==> config.mk <==
export PLATFORM = sky130hd
export DESIGN_NAME = scratch_top
export DESIGN_NICKNAME = d
export VERILOG_FILES = /design/src/verilog/scratch_pkg.sv /design/src/verilog/scratch_top.sv /design/src/verilog/scratch_ram.sv /design/src/verilog/write_arbiter.sv /design/src/verilog/write_formatter.sv
export SDC_FILE = /design/constraint.sdc
export NUM_CORES = 1
export LEC_CHECK = 0
export BUFFER_PORTS_ARGS = -buffer_cell sky130_fd_sc_hd__buf_2
export CAP_MARGIN = 20
export CELL_PAD_IN_SITES_DETAIL_PLACEMENT = 1
export CELL_PAD_IN_SITES_GLOBAL_PLACEMENT = 1
export CORE_AREA = 4 4 188 190
export DETAILED_ROUTE_END_ITERATION = 8
export DIE_AREA = 0 0 192 194
export HOLD_SLACK_MARGIN = 0.02
export PLACE_DENSITY_LB_ADDON = 0.1
export SYNTH_ARGS = -nofsm -noshare
export SYNTH_HDL_FRONTEND = slang
export SYNTH_SLANG_ARGS = --single-unit
==> constraint.sdc <==
create_clock -name clk -period 4.55 [get_ports clk]
set_clock_uncertainty 0.1 [all_clocks]
set_input_delay 0 -clock clk [delete_from_list [all_inputs] [get_ports clk]]
set_output_delay 0 -clock clk [all_outputs]
set_load 0.01 [all_outputs]
==> src/verilog/scratch_pkg.sv <==
`default_nettype none

package scratch_pkg;

	// Memory geometry.
	localparam int ADDR_W = 4;
	localparam int DEPTH  = 16;  // Equals 2**ADDR_W.
	localparam int DATA_W = 8;

	typedef logic [ADDR_W-1:0] addr_t;  // Word address.
	typedef logic [DATA_W-1:0] word_t;  // Data word or per-bit write mask.
	typedef logic [2:0]        sel_t;   // Field offset (low two bits) or bit index.
	typedef logic [3:0]        nibble_t;  // Field write payload.

	// Host write command kinds.
	typedef enum logic [1:0] {
		OP_WORD    = 2'd0,  // Whole word.
		OP_FIELD   = 2'd1,  // Four-bit field at offset sel[1:0].
		OP_BIT_SET = 2'd2,  // Set bit sel.
		OP_BIT_CLR = 2'd3   // Clear bit sel.
	} wr_op_t;

	// One host command, sampled on every edge where en is high.
	typedef struct packed {
		logic   en;
		wr_op_t op;
		addr_t  addr;
		sel_t   sel;
		word_t  data;  // Field writes use data[3:0].
	} host_wr_t;

	// One masked write into the array.
	typedef struct packed {
		logic  en;
		addr_t addr;
		word_t data;
		word_t mask;  // 1 selects the data bit.
	} mem_wr_t;

endpackage

`default_nettype wire
==> src/verilog/scratch_top.sv <==
`timescale 1ns/1ps
`default_nettype none

// Shared scratchpad with two host ports.
// Host A has write priority over host B.
module scratch_top (
	input  wire                         clk,
	input  wire                         rst,
	input  wire scratch_pkg::host_wr_t  host_a,
	input  wire scratch_pkg::host_wr_t  host_b,
	input  wire scratch_pkg::addr_t     rd_a_addr,
	input  wire scratch_pkg::addr_t     rd_b_addr,
	output wire scratch_pkg::word_t     rd_a_data,
	output wire scratch_pkg::word_t     rd_b_data,
	output wire                         b_dropped
);

	// Formatted writes, one per host.
	wire scratch_pkg::mem_wr_t fmt_a;
	wire scratch_pkg::mem_wr_t fmt_b;

	// Winning write into the array.
	wire scratch_pkg::mem_wr_t mem_wr;

	write_formatter fmt_a_i (
		.host (host_a),
		.fmt  (fmt_a)
	);

	write_formatter fmt_b_i (
		.host (host_b),
		.fmt  (fmt_b)
	);

	write_arbiter arb_i (
		.clk       (clk),
		.rst       (rst),
		.fmt_a     (fmt_a),
		.fmt_b     (fmt_b),
		.mem_wr    (mem_wr),
		.b_dropped (b_dropped)
	);

	// Each host reads through its own port.
	scratch_ram ram_i (
		.clk       (clk),
		.rst       (rst),
		.mem_wr    (mem_wr),
		.rd_a_addr (rd_a_addr),
		.rd_b_addr (rd_b_addr),
		.rd_a_data (rd_a_data),
		.rd_b_data (rd_b_data)
	);

endmodule

`default_nettype wire

==> src/verilog/scratch_ram.sv <==
`timescale 1ns/1ps
`default_nettype none

// Scratchpad array: one masked write port, two registered read ports.
module scratch_ram (
	input  wire                        clk,
	input  wire                        rst,
	input  wire scratch_pkg::mem_wr_t  mem_wr,
	input  wire scratch_pkg::addr_t    rd_a_addr,
	input  wire scratch_pkg::addr_t    rd_b_addr,
	output scratch_pkg::word_t         rd_a_data,
	output scratch_pkg::word_t         rd_b_data
);

	scratch_pkg::word_t mem [scratch_pkg::DEPTH];
	scratch_pkg::word_t old_word;    // Current contents at the write address.
	scratch_pkg::word_t merged_word;  // Word after the masked write.

	assign old_word = mem[mem_wr.addr];

	// Merge bit by bit. Unmasked bits keep the stored value.
	always_comb begin
		for (int b = 0; b < scratch_pkg::DATA_W; b++) begin
			if (mem_wr.mask[b]) begin
				merged_word[b] = mem_wr.data[b];
			end else begin
				merged_word[b] = old_word[b];
			end
		end
	end

	// Array update, cleared as a whole on reset.
	always_ff @(posedge clk or posedge rst) begin
		if (rst) begin
			for (int i = 0; i < scratch_pkg::DEPTH; i++) begin
				mem[i] <= '0;
			end
		end else if (mem_wr.en) begin
			mem[mem_wr.addr] <= merged_word;
		end
	end

	// Read registers sample the pre-edge contents.
	// A read of the word written on the same edge sees the old value.
	always_ff @(posedge clk or posedge rst) begin
		if (rst) begin
			rd_a_data <= '0;
			rd_b_data <= '0;
		end else begin
			rd_a_data <= mem[rd_a_addr];
			rd_b_data <= mem[rd_b_addr];
		end
	end

endmodule

`default_nettype wire

==> src/verilog/write_arbiter.sv <==
`timescale 1ns/1ps
`default_nettype none

// Fixed-priority choice between the two formatted writes.
// Port A always wins; a B write in the same cycle is lost.
module write_arbiter (
	input  wire                        clk,
	input  wire                        rst,
	input  wire scratch_pkg::mem_wr_t  fmt_a,
	input  wire scratch_pkg::mem_wr_t  fmt_b,
	output scratch_pkg::mem_wr_t       mem_wr,
	output logic                       b_dropped
);

	logic collide;  // Both ports write this cycle.

	assign collide = fmt_a.en & fmt_b.en;

	// Write port mux.
	// When neither port writes, fmt_b passes with en low.
	always_comb begin
		if (fmt_a.en) begin
			mem_wr = fmt_a;
		end else begin
			mem_wr = fmt_b;
		end
	end

	// One-cycle pulse after each colliding edge.
	always_ff @(posedge clk or posedge rst) begin
		if (rst) begin
			b_dropped <= 1'b0;
		end else begin
			b_dropped <= collide;  // Addresses do not matter.
		end
	end

endmodule

`default_nettype wire

==> src/verilog/write_formatter.sv <==
`timescale 1ns/1ps
`default_nettype none

// Converts one host write command into an aligned word and a per-bit mask.
module write_formatter (
	input  wire scratch_pkg::host_wr_t host,
	output scratch_pkg::mem_wr_t       fmt
);

	logic [1:0]           field_off;   // Field offset, sel modulo 4.
	scratch_pkg::nibble_t field_data;
	scratch_pkg::word_t   field_mask;
	scratch_pkg::word_t   field_word;
	scratch_pkg::word_t   bit_mask;
	scratch_pkg::word_t   fmt_data;
	scratch_pkg::word_t   fmt_mask;

	assign field_off  = host.sel[1:0];
	assign field_data = host.data[3:0];

	// Four ones, shifted into place.
	assign field_mask = {4'h0, 4'hf} << field_off;

	// Payload nibble moved to the same position as the mask.
	assign field_word = {4'h0, field_data} << field_off;

	// Single bit selected by the full three-bit index.
	assign bit_mask = 8'h01 << host.sel;

	always_comb begin
		case (host.op)
			scratch_pkg::OP_WORD: begin
				fmt_mask = '1;         // Every bit written.
				fmt_data = host.data;
			end
			scratch_pkg::OP_FIELD: begin
				fmt_mask = field_mask;
				fmt_data = field_word;
			end
			scratch_pkg::OP_BIT_SET: begin
				fmt_mask = bit_mask;
				fmt_data = '1;  // Only the masked bit lands.
			end
			scratch_pkg::OP_BIT_CLR: begin
				fmt_mask = bit_mask;
				fmt_data = '0;
			end
			default: begin
				fmt_mask = '0;
				fmt_data = '0;
			end
		endcase
	end

	// Enable and address pass straight through.
	always_comb begin
		fmt.en   = host.en;
		fmt.addr = host.addr;
		fmt.data = fmt_data;
		fmt.mask = fmt_mask;
	end

endmodule

`default_nettype wire

* Word level (Yosys, flattened, before mapping)
Index checks and enable logic that the tools add are counted.
** Operators by class
- Magnitude comparators :: 4
- Eq/ne operators :: 6
- Shift-type cells :: 6
- Muxes and demuxes :: 25
- Bitwise logic cells :: 4
- Reduce and logical (&&, ||, !) cells :: 5
** Operators by type and width (count)
- $bwmux 128 :: 1
- $bmux 8 s4 :: 3
- $pmux 8 s4 :: 2
- $mux 8 :: 7
- $pmux 8 s3 :: 2
- $demux 8 s4 :: 1
- $mux 21 :: 1
- $shl 1x3->8 const A :: 2
- $shl 4x2->8 :: 2
- $shl 4x2->8 const A :: 2
- $ge 5x5->1 const B :: 3
- $not 4->5 :: 3
- $eq 2x2->1 const B :: 4
- $mux 1 :: 8
- $lt 5x1->1 const B :: 1
- $eq 2x1->1 const B :: 2
- $logic_not 2->1 :: 2
- $reduce_or 2->1 :: 2
- $and 1x1->1 :: 1
- $logic_and 1x1->1 :: 1
** Word-level totals
- Flip-flop bits (word level) :: 145
- Output and inout bits :: 17

* Longest topological paths before layout
Gate-level depths: netlist of run 1.
- Depth in word-level cells :: 10
- Gate-level depth with buffers :: 11
- Depth with buffers taken out :: 5

* Cells and area by module
Synthesis of run 1 repeated with hierarchy kept, for this count alone.
** Unflattened totals
- Cell total of the unflattened synthesis :: 854
- Area total of the unflattened synthesis :: 9337.7 µm²
** Modules (own cells, without submodules)
- scratch_ram :: instances 1, cells an instance 704, area each 8280.4 µm²
- write_formatter :: instances 2, cells an instance 62, area each 384.1 µm²
- write_arbiter :: instances 1, cells an instance 26, area each 289.0 µm²

* Worst setup path after synthesis of run 1
No wires, ideal clock.
- Path type :: input to register
- Start point :: input port host_b[8] (netlist bit)
- End point :: register ram_i.mem[59] (netlist bit)
- Library setup time :: 0.137 ns
- Arrival time :: 1.841 ns
- Path slack :: 2.472 ns
- Cell stages on the path :: 7
- Path buffers :: 2
- Cells stage by stage :: clkbuf_1 mux4_2 o2bb2ai_1 a22oi_1 clkbuf_1 a31o_2 a21oi_1
** Between the ends
- Word-level cells in the longest chain between the ends :: 5
** Ends and longest elaborated chain
- from (decl) :: RTL line scratch_top.sv:10 : input wire scratch_pkg::host_wr_t host_b,
- $shl 4x2->8, or another cell as far along :: RTL line write_formatter.sv:25 : assign field_word = {4'h0, field_data} << field_off;
- $pmux 8 s4 or $pmux 8 s3 (tied branches) :: RTL line write_formatter.sv:31 : case (host.op)
- $mux 21 * :: RTL line write_arbiter.sv:22 : if (fmt_a.en) begin
- $mux 1 * :: RTL line scratch_ram.sv:24 : if (mem_wr.mask[b]) begin
- $bwmux 128 * :: RTL line scratch_ram.sv:39 : mem[mem_wr.addr] <= merged_word;
- to (signal, indexed assignment) :: RTL line scratch_ram.sv:39
- to (decl) :: RTL line scratch_ram.sv:15 : scratch_pkg::word_t mem [scratch_pkg::DEPTH];
Every way passes the cells marked *; elsewhere a longest branch is shown, timed or not.
A chain may end at the register's enable or synchronous reset.

* Final worst setup path of run 1
- Start point :: input port host_a[17] (netlist bit)
- End point :: register ram_i.mem[84] (netlist bit)
** Between the ends
- Word-level cells in the longest chain between the ends :: 7
** Ends and longest elaborated chain
- from (decl) :: RTL line scratch_top.sv:9 : input wire scratch_pkg::host_wr_t host_a,
- $mux 21 * :: RTL line write_arbiter.sv:22
- $not 4->5 (not written as such) :: RTL line scratch_ram.sv:19, scratch_ram.sv:39
- $ge 5x5->1 (not written as such), or another cell as far along :: RTL line scratch_ram.sv:39
- $logic_and 1x1->1 (not written as such) or $mux 8 (tied branches) :: RTL line scratch_ram.sv:39, scratch_ram.sv:19
- $mux 8, on equally long branches :: RTL line scratch_ram.sv:39, scratch_ram.sv:19
- $demux 8 s4 or $mux 1 (tied branches) :: RTL line scratch_ram.sv:39, scratch_ram.sv:24
- $bwmux 128 :: RTL line scratch_ram.sv:39
Every way passes the cells marked *; elsewhere a longest branch is shown, timed or not. The select of a mux whose other input is x is not followed.

==> impl_metrics.json, run 1 <==
{
  "vias": 10600,
  "synthTopCellsByArea": "dfrtp_1 33%, mux4_2 17%, o21ai_0 6.1%, a31oi_1 4.4%, o31ai_1 4.3%",
  "yosysTopAreaCell": "dfrtp_1",
  "areaGrowthSynthToFinish_pct": 14.0,
  "gr-usage-all-layers_pct": 26.6,
  "cp_max_fo": 32,
  "clockBufferDepth": 2,
  "worstMarginPinSlew_ns": 1.10,
  "rsz0062_at_grt": "no",
  "synth_top_family_by_area": "compound AO/OA/AOI/OAI gates",
  "path_clk_slew_ns": 0.07,
  "status": "complete, no violations",
  "synth-xor-area-share_pct": 0,
  "nNetsFinal": 1171,
  "synth.yosys.seq_area_share_pct": 32.9,
  "routed_wl_um": 49600,
  "hold_violations": 0,
  "grt_overflow": 0,
  "antenna_found_initial": 0,
  "die_w_um": 192,
  "fp.dieH_um": 194,
  "syn_area_mm2": 0.0110,
  "synth-edff-count": 0,
  "vias_per_cell": 6.68,
  "cellLeakagePower_nw": 4.44,
  "cap_violations": 0,
  "clock-root-buffer": "clkbuf_16",
  "hold_class": "input pin to flop",
  "synth_seq_cells": 145,
  "io_buffers": 62,
  "cts_resized": 0,
  "wl_per_cell_um": 31.3,
  "die_area_mm2": 0.0372,
  "tns_ns": 0,
  "ir_drop_v": 0.000273,
  "critPathLaunchType": "input pin",
  "critical_path_required_ns": 4.79,
  "clk_latency_ns": 0.44,
  "htreeDepth": 4,
  "critPathCaptureType": "flop",
  "drt_iter0_markers": 1265,
  "grt_max_degree": 82,
  "postRouteAntennaNets": 0,
  "finalMaxSlewViolations": 0,
  "synthFlopType": "dfrtp_1",
  "core-area_mm2": 0.0334,
  "crit_type": "input pin to flop",
  "post-route-period-util_pct": 62.9,
  "p_total_mw": 5.66,
  "relSlewSlack_pct": 26.0,
  "ios": 63,
  "synth-adder-area-share_pct": 0,
  "period_needed_ns": 2.86,
  "pwr_density_cell_mw_per_mm2": 451,
  "setup_viol": 0,
  "max_clock_freq_mhz": 350,
  "syn_nets": 1155,
  "drive_gt1_share_pct": 27.1,
  "core.rowCount": 67,
  "yosys.area_share.simple_pct": 11.5,
  "yosys_warnings": 0,
  "synth.top_cell.area_share_pct": 32.9,
  "cts_tree": "built",
  "syn_avg_cell_area_um2": 9.94,
  "synthCells": 1109,
  "globalplace.congestion": 0.825,
  "synthMuxAreaShare_pct": 19.2,
  "synth_commonest_cells": "145 x dfrtp_1, 135 x o21ai_0, 91 x clkbuf_1",
  "antenna_cells": 0,
  "numCtsBuffers": 17,
  "yosysMostFrequentCell": "dfrtp_1",
  "ys_types": 71,
  "hpwl_um": 32200,
  "initial_core_util_pct": 33.0,
  "drc": 0,
  "synth_compound_area_share_pct": 30.4,
  "grt_pass1_vias": 10600,
  "grt_pass1_wl_um": 74200,
  "critPathArrivalTime_ns": 3.10,
  "drt_pass1_iterations": 5,
  "hold_slack_ns": 0.0482,
  "clock-sinks": 145,
  "synthArstFlopShare_pct": 100
}
==> metal layers <==
metal / GRT usage (%) / vias to the layer above / part of all wire (%)
met4: 6.74 / 0 / 2.0
met2: 40.7 / 452 / 46
li1: - / 4525 / -
met1: 39.6 / 5565 / 46
met3: 4.14 / 45 / 6.1
met5: 0 / - / 0
==> flip-flops by register name (all words and copies together), names as in the netlist <==
name	cells
arb_i.b_dropped	1
ram_i.rd_a_data	8
ram_i.rd_b_data	8
ram_i.mem	128
==> final timing paths <==
| kind | startpoint | endpoint | slack, ns | cells past startpoint |
|---|---|---|---|---|
| worst max-delay path | host_a[17] | ram_i.mem[84] | 1.69 | 9 |
| worst min-delay path | rd_a_addr[3] | ram_i.rd_a_data[0] | 0.05 | 2 |
| worst max register to register | ram_i.mem[25] | ram_i.mem[81] | 2.22 | 4 |
| worst min register to register | ram_i.mem[1] | ram_i.mem[1] | 0.45 | 2 |
| max in group asynchronous | rst | ram_i.mem[95] | 3.18 | 4 |
| min in group asynchronous | rst | ram_i.mem[112] | 0.17 | 3 |
==> placed cells by master (no fill, tap or decap), drive strengths merged, types with 17 or more instances in the layout <==
master | Yosys | layout
clkbuf | 91 | 19
a31oi | 78 | 78
a41oi | 30 | 30
buf | 50 | 135
o31ai | 63 | 63
a21oi | 38 | 38
mux2i | 21 | 21
a221oi | 17 | 17
o21ai | 138 | 138
and2 | 37 | 37
mux4 | 83 | 83
a211oi | 23 | 23
o221ai | 19 | 19
dfrtp | 145 | 145
nor2 | 75 | 75
==> through the flow <==
stage | setup WS (ns) | utilization, % | cells | area (µm²)
2_1_floorplan | 0.555 | - | 1109 | 11000
3_3_place_gp | 1.33 | 35.5 | 1545 | 11900
3_5_place_dp | 1.25 | 35.6 | 1547 | 11900
4_1_cts | 1.73 | 37.4 | 1582 | 12500
5_1_grt | 1.51 | 37.6 | 1586 | 12600
6_report | 1.69 | 37.6 | 1586 | 12600
==> worst max-delay path, stage by stage <==
cell,delay [ns]
buf_2,0.48
buf_4,0.43
and3b_1,0.56
buf_4,0.39
o21ai_0,0.14
a41oi_1,0.50
buf_4,0.26
nor4_1,0.07
a211oi_1,0.21
==> cells by family (layout without fill, tap and decap cells) <==
group / Yosys count / count (layout)
compound gates: 488 / 488
simple gates: 223 / 223
buf+inv: 146 / 175
flops: 145 / 145
mux: 107 / 107
==> where the power goes <==
| part | total, mW | internal (mW) | switching [mW] |
|---|---|---|---|
| sequential | 2.22 | 1.75 | 0.467 |
| combinational | 2.02 | 1.02 | 0.997 |
| clock | 1.43 | 0.808 | 0.621 |
| total | 5.66 | 3.58 | 2.09 |
==> cell type report <==
type	count	area, µm²
clock buffers	19	433
inverters	5	23.8
fillers	3724	20900
repair buffers	138	928
multi-input cells	818	6860
flip-flops and latches	145	3630
clock inverters	13	139
well taps	448	561
==> timing repair <==
item,CTS,global route
setup endpoints to repair,0,0
setup buffers,0,0
hold buffers,3,0
hold endpoints to repair,82,0
Power figures use the tool's default switching activity.
==> run 2: changes to the inputs <==
==> constraint.sdc (replaced) <==
create_clock -name clk -period 2.34 [get_ports clk]
set_clock_uncertainty 0.1 [all_clocks]
set_input_delay 0 -clock clk [delete_from_list [all_inputs] [get_ports clk]]
set_output_delay 0 -clock clk [all_outputs]
set_load 0.01 [all_outputs]
==> impl_metrics.json, run 2 (synthesis results as in run 1) <==
{
  "routed_wl_um": 50100,
  "grt_pass1_vias": 11000,
  "cp_cell_sequence": "dlygate4sd3_1 -> buf_2 -> or3b_2 -> a221oi_2 -> o21ai_0 -> nor4_1 -> a211oi_1",
  "critPathLaunchType": "input pin",
  "ir_drop_v": 0.000513,
  "slowest_stage": "or3b_2",
  "nNetsFinal": 1257,
  "fp.dieH_um": 194,
  "cp_max_fo": 7,
  "wl_per_cell_um": 30.0,
  "rrSetupSlack_ns": 0.22,
  "areaGrowthSynthToFinish_pct": 22.9,
  "hpwl_um": 34700,
  "critPathCaptureType": "flop",
  "path_clk_slew_ns": 0.07,
  "globalplace.congestion": 0.843,
  "largest-register": "ram_i.mem",
  "grt_pass1_wl_um": 74900,
  "layout_common_cells": "145 x dfrtp_1, 135 x o21ai_0, 132 x buf_4",
  "hold_class": "input pin to flop",
  "tns_ns": 0,
  "hold_violations": 0,
  "drc": 0,
  "hold_slack_ns": 0.149,
  "cts_tree": "built",
  "clock-root-buffer": "clkbuf_16",
  "antenna_cells": 0,
  "clockBufferDepth": 2,
  "place_area_mm2": 0.0128,
  "crit_path_start": "host_b[17]",
  "crit_type": "input pin to flop",
  "vias": 10800,
  "drt_iter0_markers": 1078,
  "timing.rr.start": "ram_i.mem[99]",
  "worstMarginPinSlew_ns": 0.950,
  "vias_per_cell": 6.47,
  "layout_commonest_cell": "dfrtp_1",
  "drt_pass1_iterations": 5,
  "post_cts_buffers": 0,
  "postRouteAntennaNets": 0,
  "htreeDepth": 4,
  "drive_gt1_share_pct": 31.8,
  "die_w_um": 192,
  "cap_violations": 0,
  "grt_max_degree": 45,
  "critPathArrivalTime_ns": 2.37,
  "worstSetupPathDepth": 7,
  "status": "complete, no violations",
  "initial_core_util_pct": 33.0,
  "core-area_mm2": 0.0334,
  "finalMaxSlewViolations": 0,
  "endpoint": "ram_i.mem[92]",
  "pwr_density_cell_mw_per_mm2": 860,
  "r2r_cells": 5,
  "slowest_delay_ns": 0.58,
  "setup_viol": 0,
  "io_buffers": 62,
  "grt_overflow": 0,
  "clock-sinks": 145,
  "gr-usage-all-layers_pct": 27.0,
  "critPathBufInv": 2,
  "period_needed_ns": 2.16,
  "relSlewSlack_pct": 36.2,
  "top_regs": "ram_i.mem (128), ram_i.rd_a_data (8), ram_i.rd_b_data (8)",
  "cellLeakagePower_nw": 5.00,
  "final_area_mm2": 0.0136,
  "numCtsBuffers": 17,
  "largest_reg_flops": 128,
  "clk_latency_ns": 0.45,
  "cts_hold_buffers": 5,
  "critical_path_required_ns": 2.55,
  "ios": 63,
  "critical_path.top_delay_family": "simple AND/OR/NAND/NOR gates",
  "core.rowCount": 67,
  "reg2reg_to": "ram_i.mem[59]",
  "post-route-period-util_pct": 92.3,
  "cts_resized": 0,
  "antenna_found_initial": 1,
  "rsz0062_at_grt": "no",
  "max_clock_freq_mhz": 463,
  "die_area_mm2": 0.0372
}
[run 2: power by group]
part           switching, mW  total, mW  internal [mW]
Sequential             0.989       4.39           3.40
Clock                   1.20       3.16           1.96
Combinational           1.95       4.11           2.16
Total                   4.14       11.7           7.52
[run 2: worst register-to-register path: cells and delay by family (launching register included)]
| kind | cells | cell delay [ns] |
|---|---|---|
| and+or+nand+nor | 1 | 0.81 |
| AOI/OAI and AO/OA | 3 | 0.37 |
| DFF | 1 | 0.43 |
| buffers and inverters | 1 | 0.30 |
[run 2: cell type report]
class | instances | area, µm²
Clock buffer | 24 | 512
Clock inverter | 7 | 145
Fill cell | 3729 | 19900
Inverter | 5 | 22.5
Multi-Input combinational cell | 818 | 6830
Sequential cell | 145 | 3630
Tap cell | 448 | 561
Timing Repair Buffer | 224 | 1850
[run 2: through the flow]
stage               setup slack (ns)  std cells  total power, mW  util (%)
global route                   0.102       1671             12.3      40.5
detailed placement            -0.165       1635             8.47      38.4
CTS                            0.229       1671             11.7      40.5
finish                         0.179       1671             11.7      40.5
floorplan                      0.262       1109             6.83         -
global placement              -0.141       1635             8.37      38.4
[run 2: per-layer routing]
| metal | vias to the layer above | routed length [µm] | GRT usage [%] |
|---|---|---|---|
| met2 | 389 | 22900 | 41.2 |
| met5 | - | 0 | 0 |
| met1 | 5663 | 22700 | 38.9 |
| met3 | 70 | 3300 | 5.44 |
| li1 | 4692 | - | - |
| met4 | 0 | 1300 | 7.79 |
[run 2: worst min-delay path by stage]
stage / to / startpoint / cells after the start
2_1_floorplan: arb_i.b_dropped / host_b[17] / 1
3_3_place_gp: ram_i.mem[8] / rst / 2
3_5_place_dp: ram_i.mem[8] / rst / 2
4_1_cts: ram_i.mem[57] / host_a[1] / 6
5_1_grt: ram_i.rd_b_data[7] / rd_b_addr[2] / 2
6_report: ram_i.mem[57] / host_a[1] / 6
==> run 3: changes to the inputs <==
--- a/config.mk
+++ b/config.mk
@@ -5,7 +5,7 @@
 export SDC_FILE = /design/constraint.sdc
 export NUM_CORES = 1
 export LEC_CHECK = 0
-export BUFFER_PORTS_ARGS = -buffer_cell sky130_fd_sc_hd__buf_2
+export BUFFER_PORTS_ARGS = -buffer_cell sky130_fd_sc_hd__buf_4
 export CAP_MARGIN = 20
 export CELL_PAD_IN_SITES_DETAIL_PLACEMENT = 1
 export CELL_PAD_IN_SITES_GLOBAL_PLACEMENT = 1
==> constraint.sdc (replaced) <==
create_clock -name clk -period 2.6 [get_ports clk]
set_clock_uncertainty 0.1 [all_clocks]
set_input_delay 0 -clock clk [delete_from_list [all_inputs] [get_ports clk]]
set_output_delay 0 -clock clk [all_outputs]
set_load 0.01 [all_outputs]
==> impl_metrics.json, run 3 (synthesis results as in run 1) <==
{
  "status": "complete, no violations",
  "post-route-period-util_pct": 89.7,
  "cellLeakagePower_nw": 4.76,
  "post_cts_buffers": 0,
  "vias": 10800,
  "pwr_density_cell_mw_per_mm2": 769,
  "grt_pass1_vias": 10700,
  "io_buffers": 62,
  "crit_path_start": "ram_i.mem[1]",
  "fp.dieH_um": 194,
  "largest-register": "ram_i.mem",
  "grt_pass1_wl_um": 73200,
  "reg2reg_to": "ram_i.mem[25]",
  "path_clk_slew_ns": 0.06,
  "critPathLaunchType": "flop",
  "hpwl_um": 33700,
  "critical_path_required_ns": 2.78,
  "max_clock_freq_mhz": 429,
  "cts_tree": "built",
  "place_area_mm2": 0.0126,
  "postRouteAntennaNets": 0,
  "htreeDepth": 4,
  "nNetsFinal": 1218,
  "ios": 63,
  "cp_max_fo": 16,
  "slowest_stage": "nor4_4",
  "clock-root-buffer": "clkbuf_16",
  "critical_path.top_delay_family": "simple AND/OR/NAND/NOR gates",
  "critPathBufInv": 0,
  "worstSetupPathDepth": 4,
  "endpoint": "ram_i.mem[25]",
  "hold_class": "input pin to flop",
  "worstMarginPinSlew_ns": 0.928,
  "clockBufferDepth": 2,
  "gr-usage-all-layers_pct": 26.3,
  "globalplace.congestion": 0.827,
  "r2r_cells": 4,
  "setup_viol": 0,
  "core.rowCount": 67,
  "ir_drop_v": 0.000353,
  "core-area_mm2": 0.0334,
  "layout_commonest_cell": "buf_4",
  "fill_cells": 3683,
  "hold_slack_ns": 0.0443,
  "antenna_found_initial": 1,
  "timing.rr.start": "ram_i.mem[1]",
  "post-place-ws_ns": 0.103,
  "rrSetupSlack_ns": 0.27,
  "critPathCaptureType": "flop",
  "slowest_delay_ns": 0.82,
  "grt_overflow": 0,
  "drt_iter0_markers": 1229,
  "cap_violations": 0,
  "drt_pass1_iterations": 5,
  "initial_core_util_pct": 33.0,
  "fin_util_pct": 39.5,
  "finalMaxSlewViolations": 0,
  "antenna_cells": 0,
  "worst_slack_ns": 0.269,
  "tns_ns": 0,
  "areaGrowthSynthToFinish_pct": 19.7,
  "final_area_mm2": 0.0132,
  "grt_max_degree": 33,
  "numCtsBuffers": 17,
  "relSlewSlack_pct": 37.6,
  "largest_reg_flops": 128,
  "critPathArrivalTime_ns": 2.51,
  "crit_type": "flop to flop",
  "drive_gt1_share_pct": 29.8,
  "routed_wl_um": 49400,
  "wl_per_cell_um": 30.3,
  "top_regs": "ram_i.mem (128), ram_i.rd_a_data (8), ram_i.rd_b_data (8)",
  "die_area_mm2": 0.0372,
  "layout_common_cells": "169 x buf_4, 145 x dfrtp_1, 135 x o21ai_0",
  "period_needed_ns": 2.33,
  "clk_latency_ns": 0.44,
  "hold_depth": 2,
  "cp_cell_sequence": "mux4_2 -> and2_4 -> nor4_4 -> o31ai_1",
  "rsz0062_at_grt": "no",
  "drc": 0,
  "clock-sinks": 145,
  "die_w_um": 192,
  "hold_violations": 0,
  "vias_per_cell": 6.62
}
==> run 3: cell types whose count changed in the layout (fill, tap and decap cells not counted) <==
cell           change
buf_4             +37
inv_6              +3
buf_12            -13
bufinv_16          -2
buf_2             -62
clkinv_4           +3
clkbuf_1           -1
clkbuf_8           -4
dlygate4sd3_1      -1
clkinvlp_4         +1
clkinv_2           +1
==> run 3: what timing repair did <==
action,in CTS,in global routing
gates resized for setup,0,0
hold buffers,4,0
endpoints found under the hold margin,57,0
==> run 3: power by group <==
part	leakage (nW)	total, mW	switching (mW)	internal (mW)
Clock	0.291	2.59	1.11	1.48
Sequential	1.77	3.91	0.850	3.06
Combinational	2.71	3.65	1.71	1.93
Total	4.76	10.2	3.68	6.48
==> run 3: cell type report <==
type | count | area, µm² | area share, %
clock buffers | 19 | 453 | 3.43
flip-flops and latches | 145 | 3630 | 27.5
clock inverters | 13 | 150 | 1.14
well taps | 448 | 561 | 4.25
multi-input cells | 818 | 6830 | 51.8
repair buffers | 185 | 1550 | 11.7
inverters | 5 | 22.5 | 0.171
==> run 3: routing by layer <==
| layer | track usage (%) | vias up | share of wire, % |
|---|---|---|---|
| met4 | 8.21 | 0 | 3.1 |
| met5 | 0 | - | 0 |
| li1 | - | 4613 | - |
| met3 | 5.29 | 79 | 6.9 |
| met2 | 40.0 | 426 | 45 |
| met1 | 37.8 | 5686 | 45 |
==> run 3: through the flow <==
stage	std cells	power [mW]
floorplan	1109	6.15
global route	1633	10.7
detailed placement	1597	7.55
finish	1633	10.2
CTS	1633	10.2
global placement	1597	7.46
==> run 3: worst reg2reg max path: cells and delay by family (launching register included) <==
family | cells | cell delay (ns)
and+or+nand+nor | 2 | 1.00
muxes | 1 | 0.47
DFF | 1 | 0.41
AOI/OAI and AO/OA | 1 | 0.19
==> run 3: worst min-delay path by stage <==
stage	startpoint	to	slack, ns
6_report	rd_a_addr[2]	ram_i.rd_a_data[0]	0.04
5_1_grt	rd_a_addr[2]	ram_i.rd_a_data[0]	0.05
4_1_cts	rd_a_addr[2]	ram_i.rd_a_data[0]	0.03
3_5_place_dp	rst	ram_i.mem[16]	0.05
3_3_place_gp	rst	ram_i.mem[16]	0.05
2_1_floorplan	host_b[17]	arb_i.b_dropped	0.03
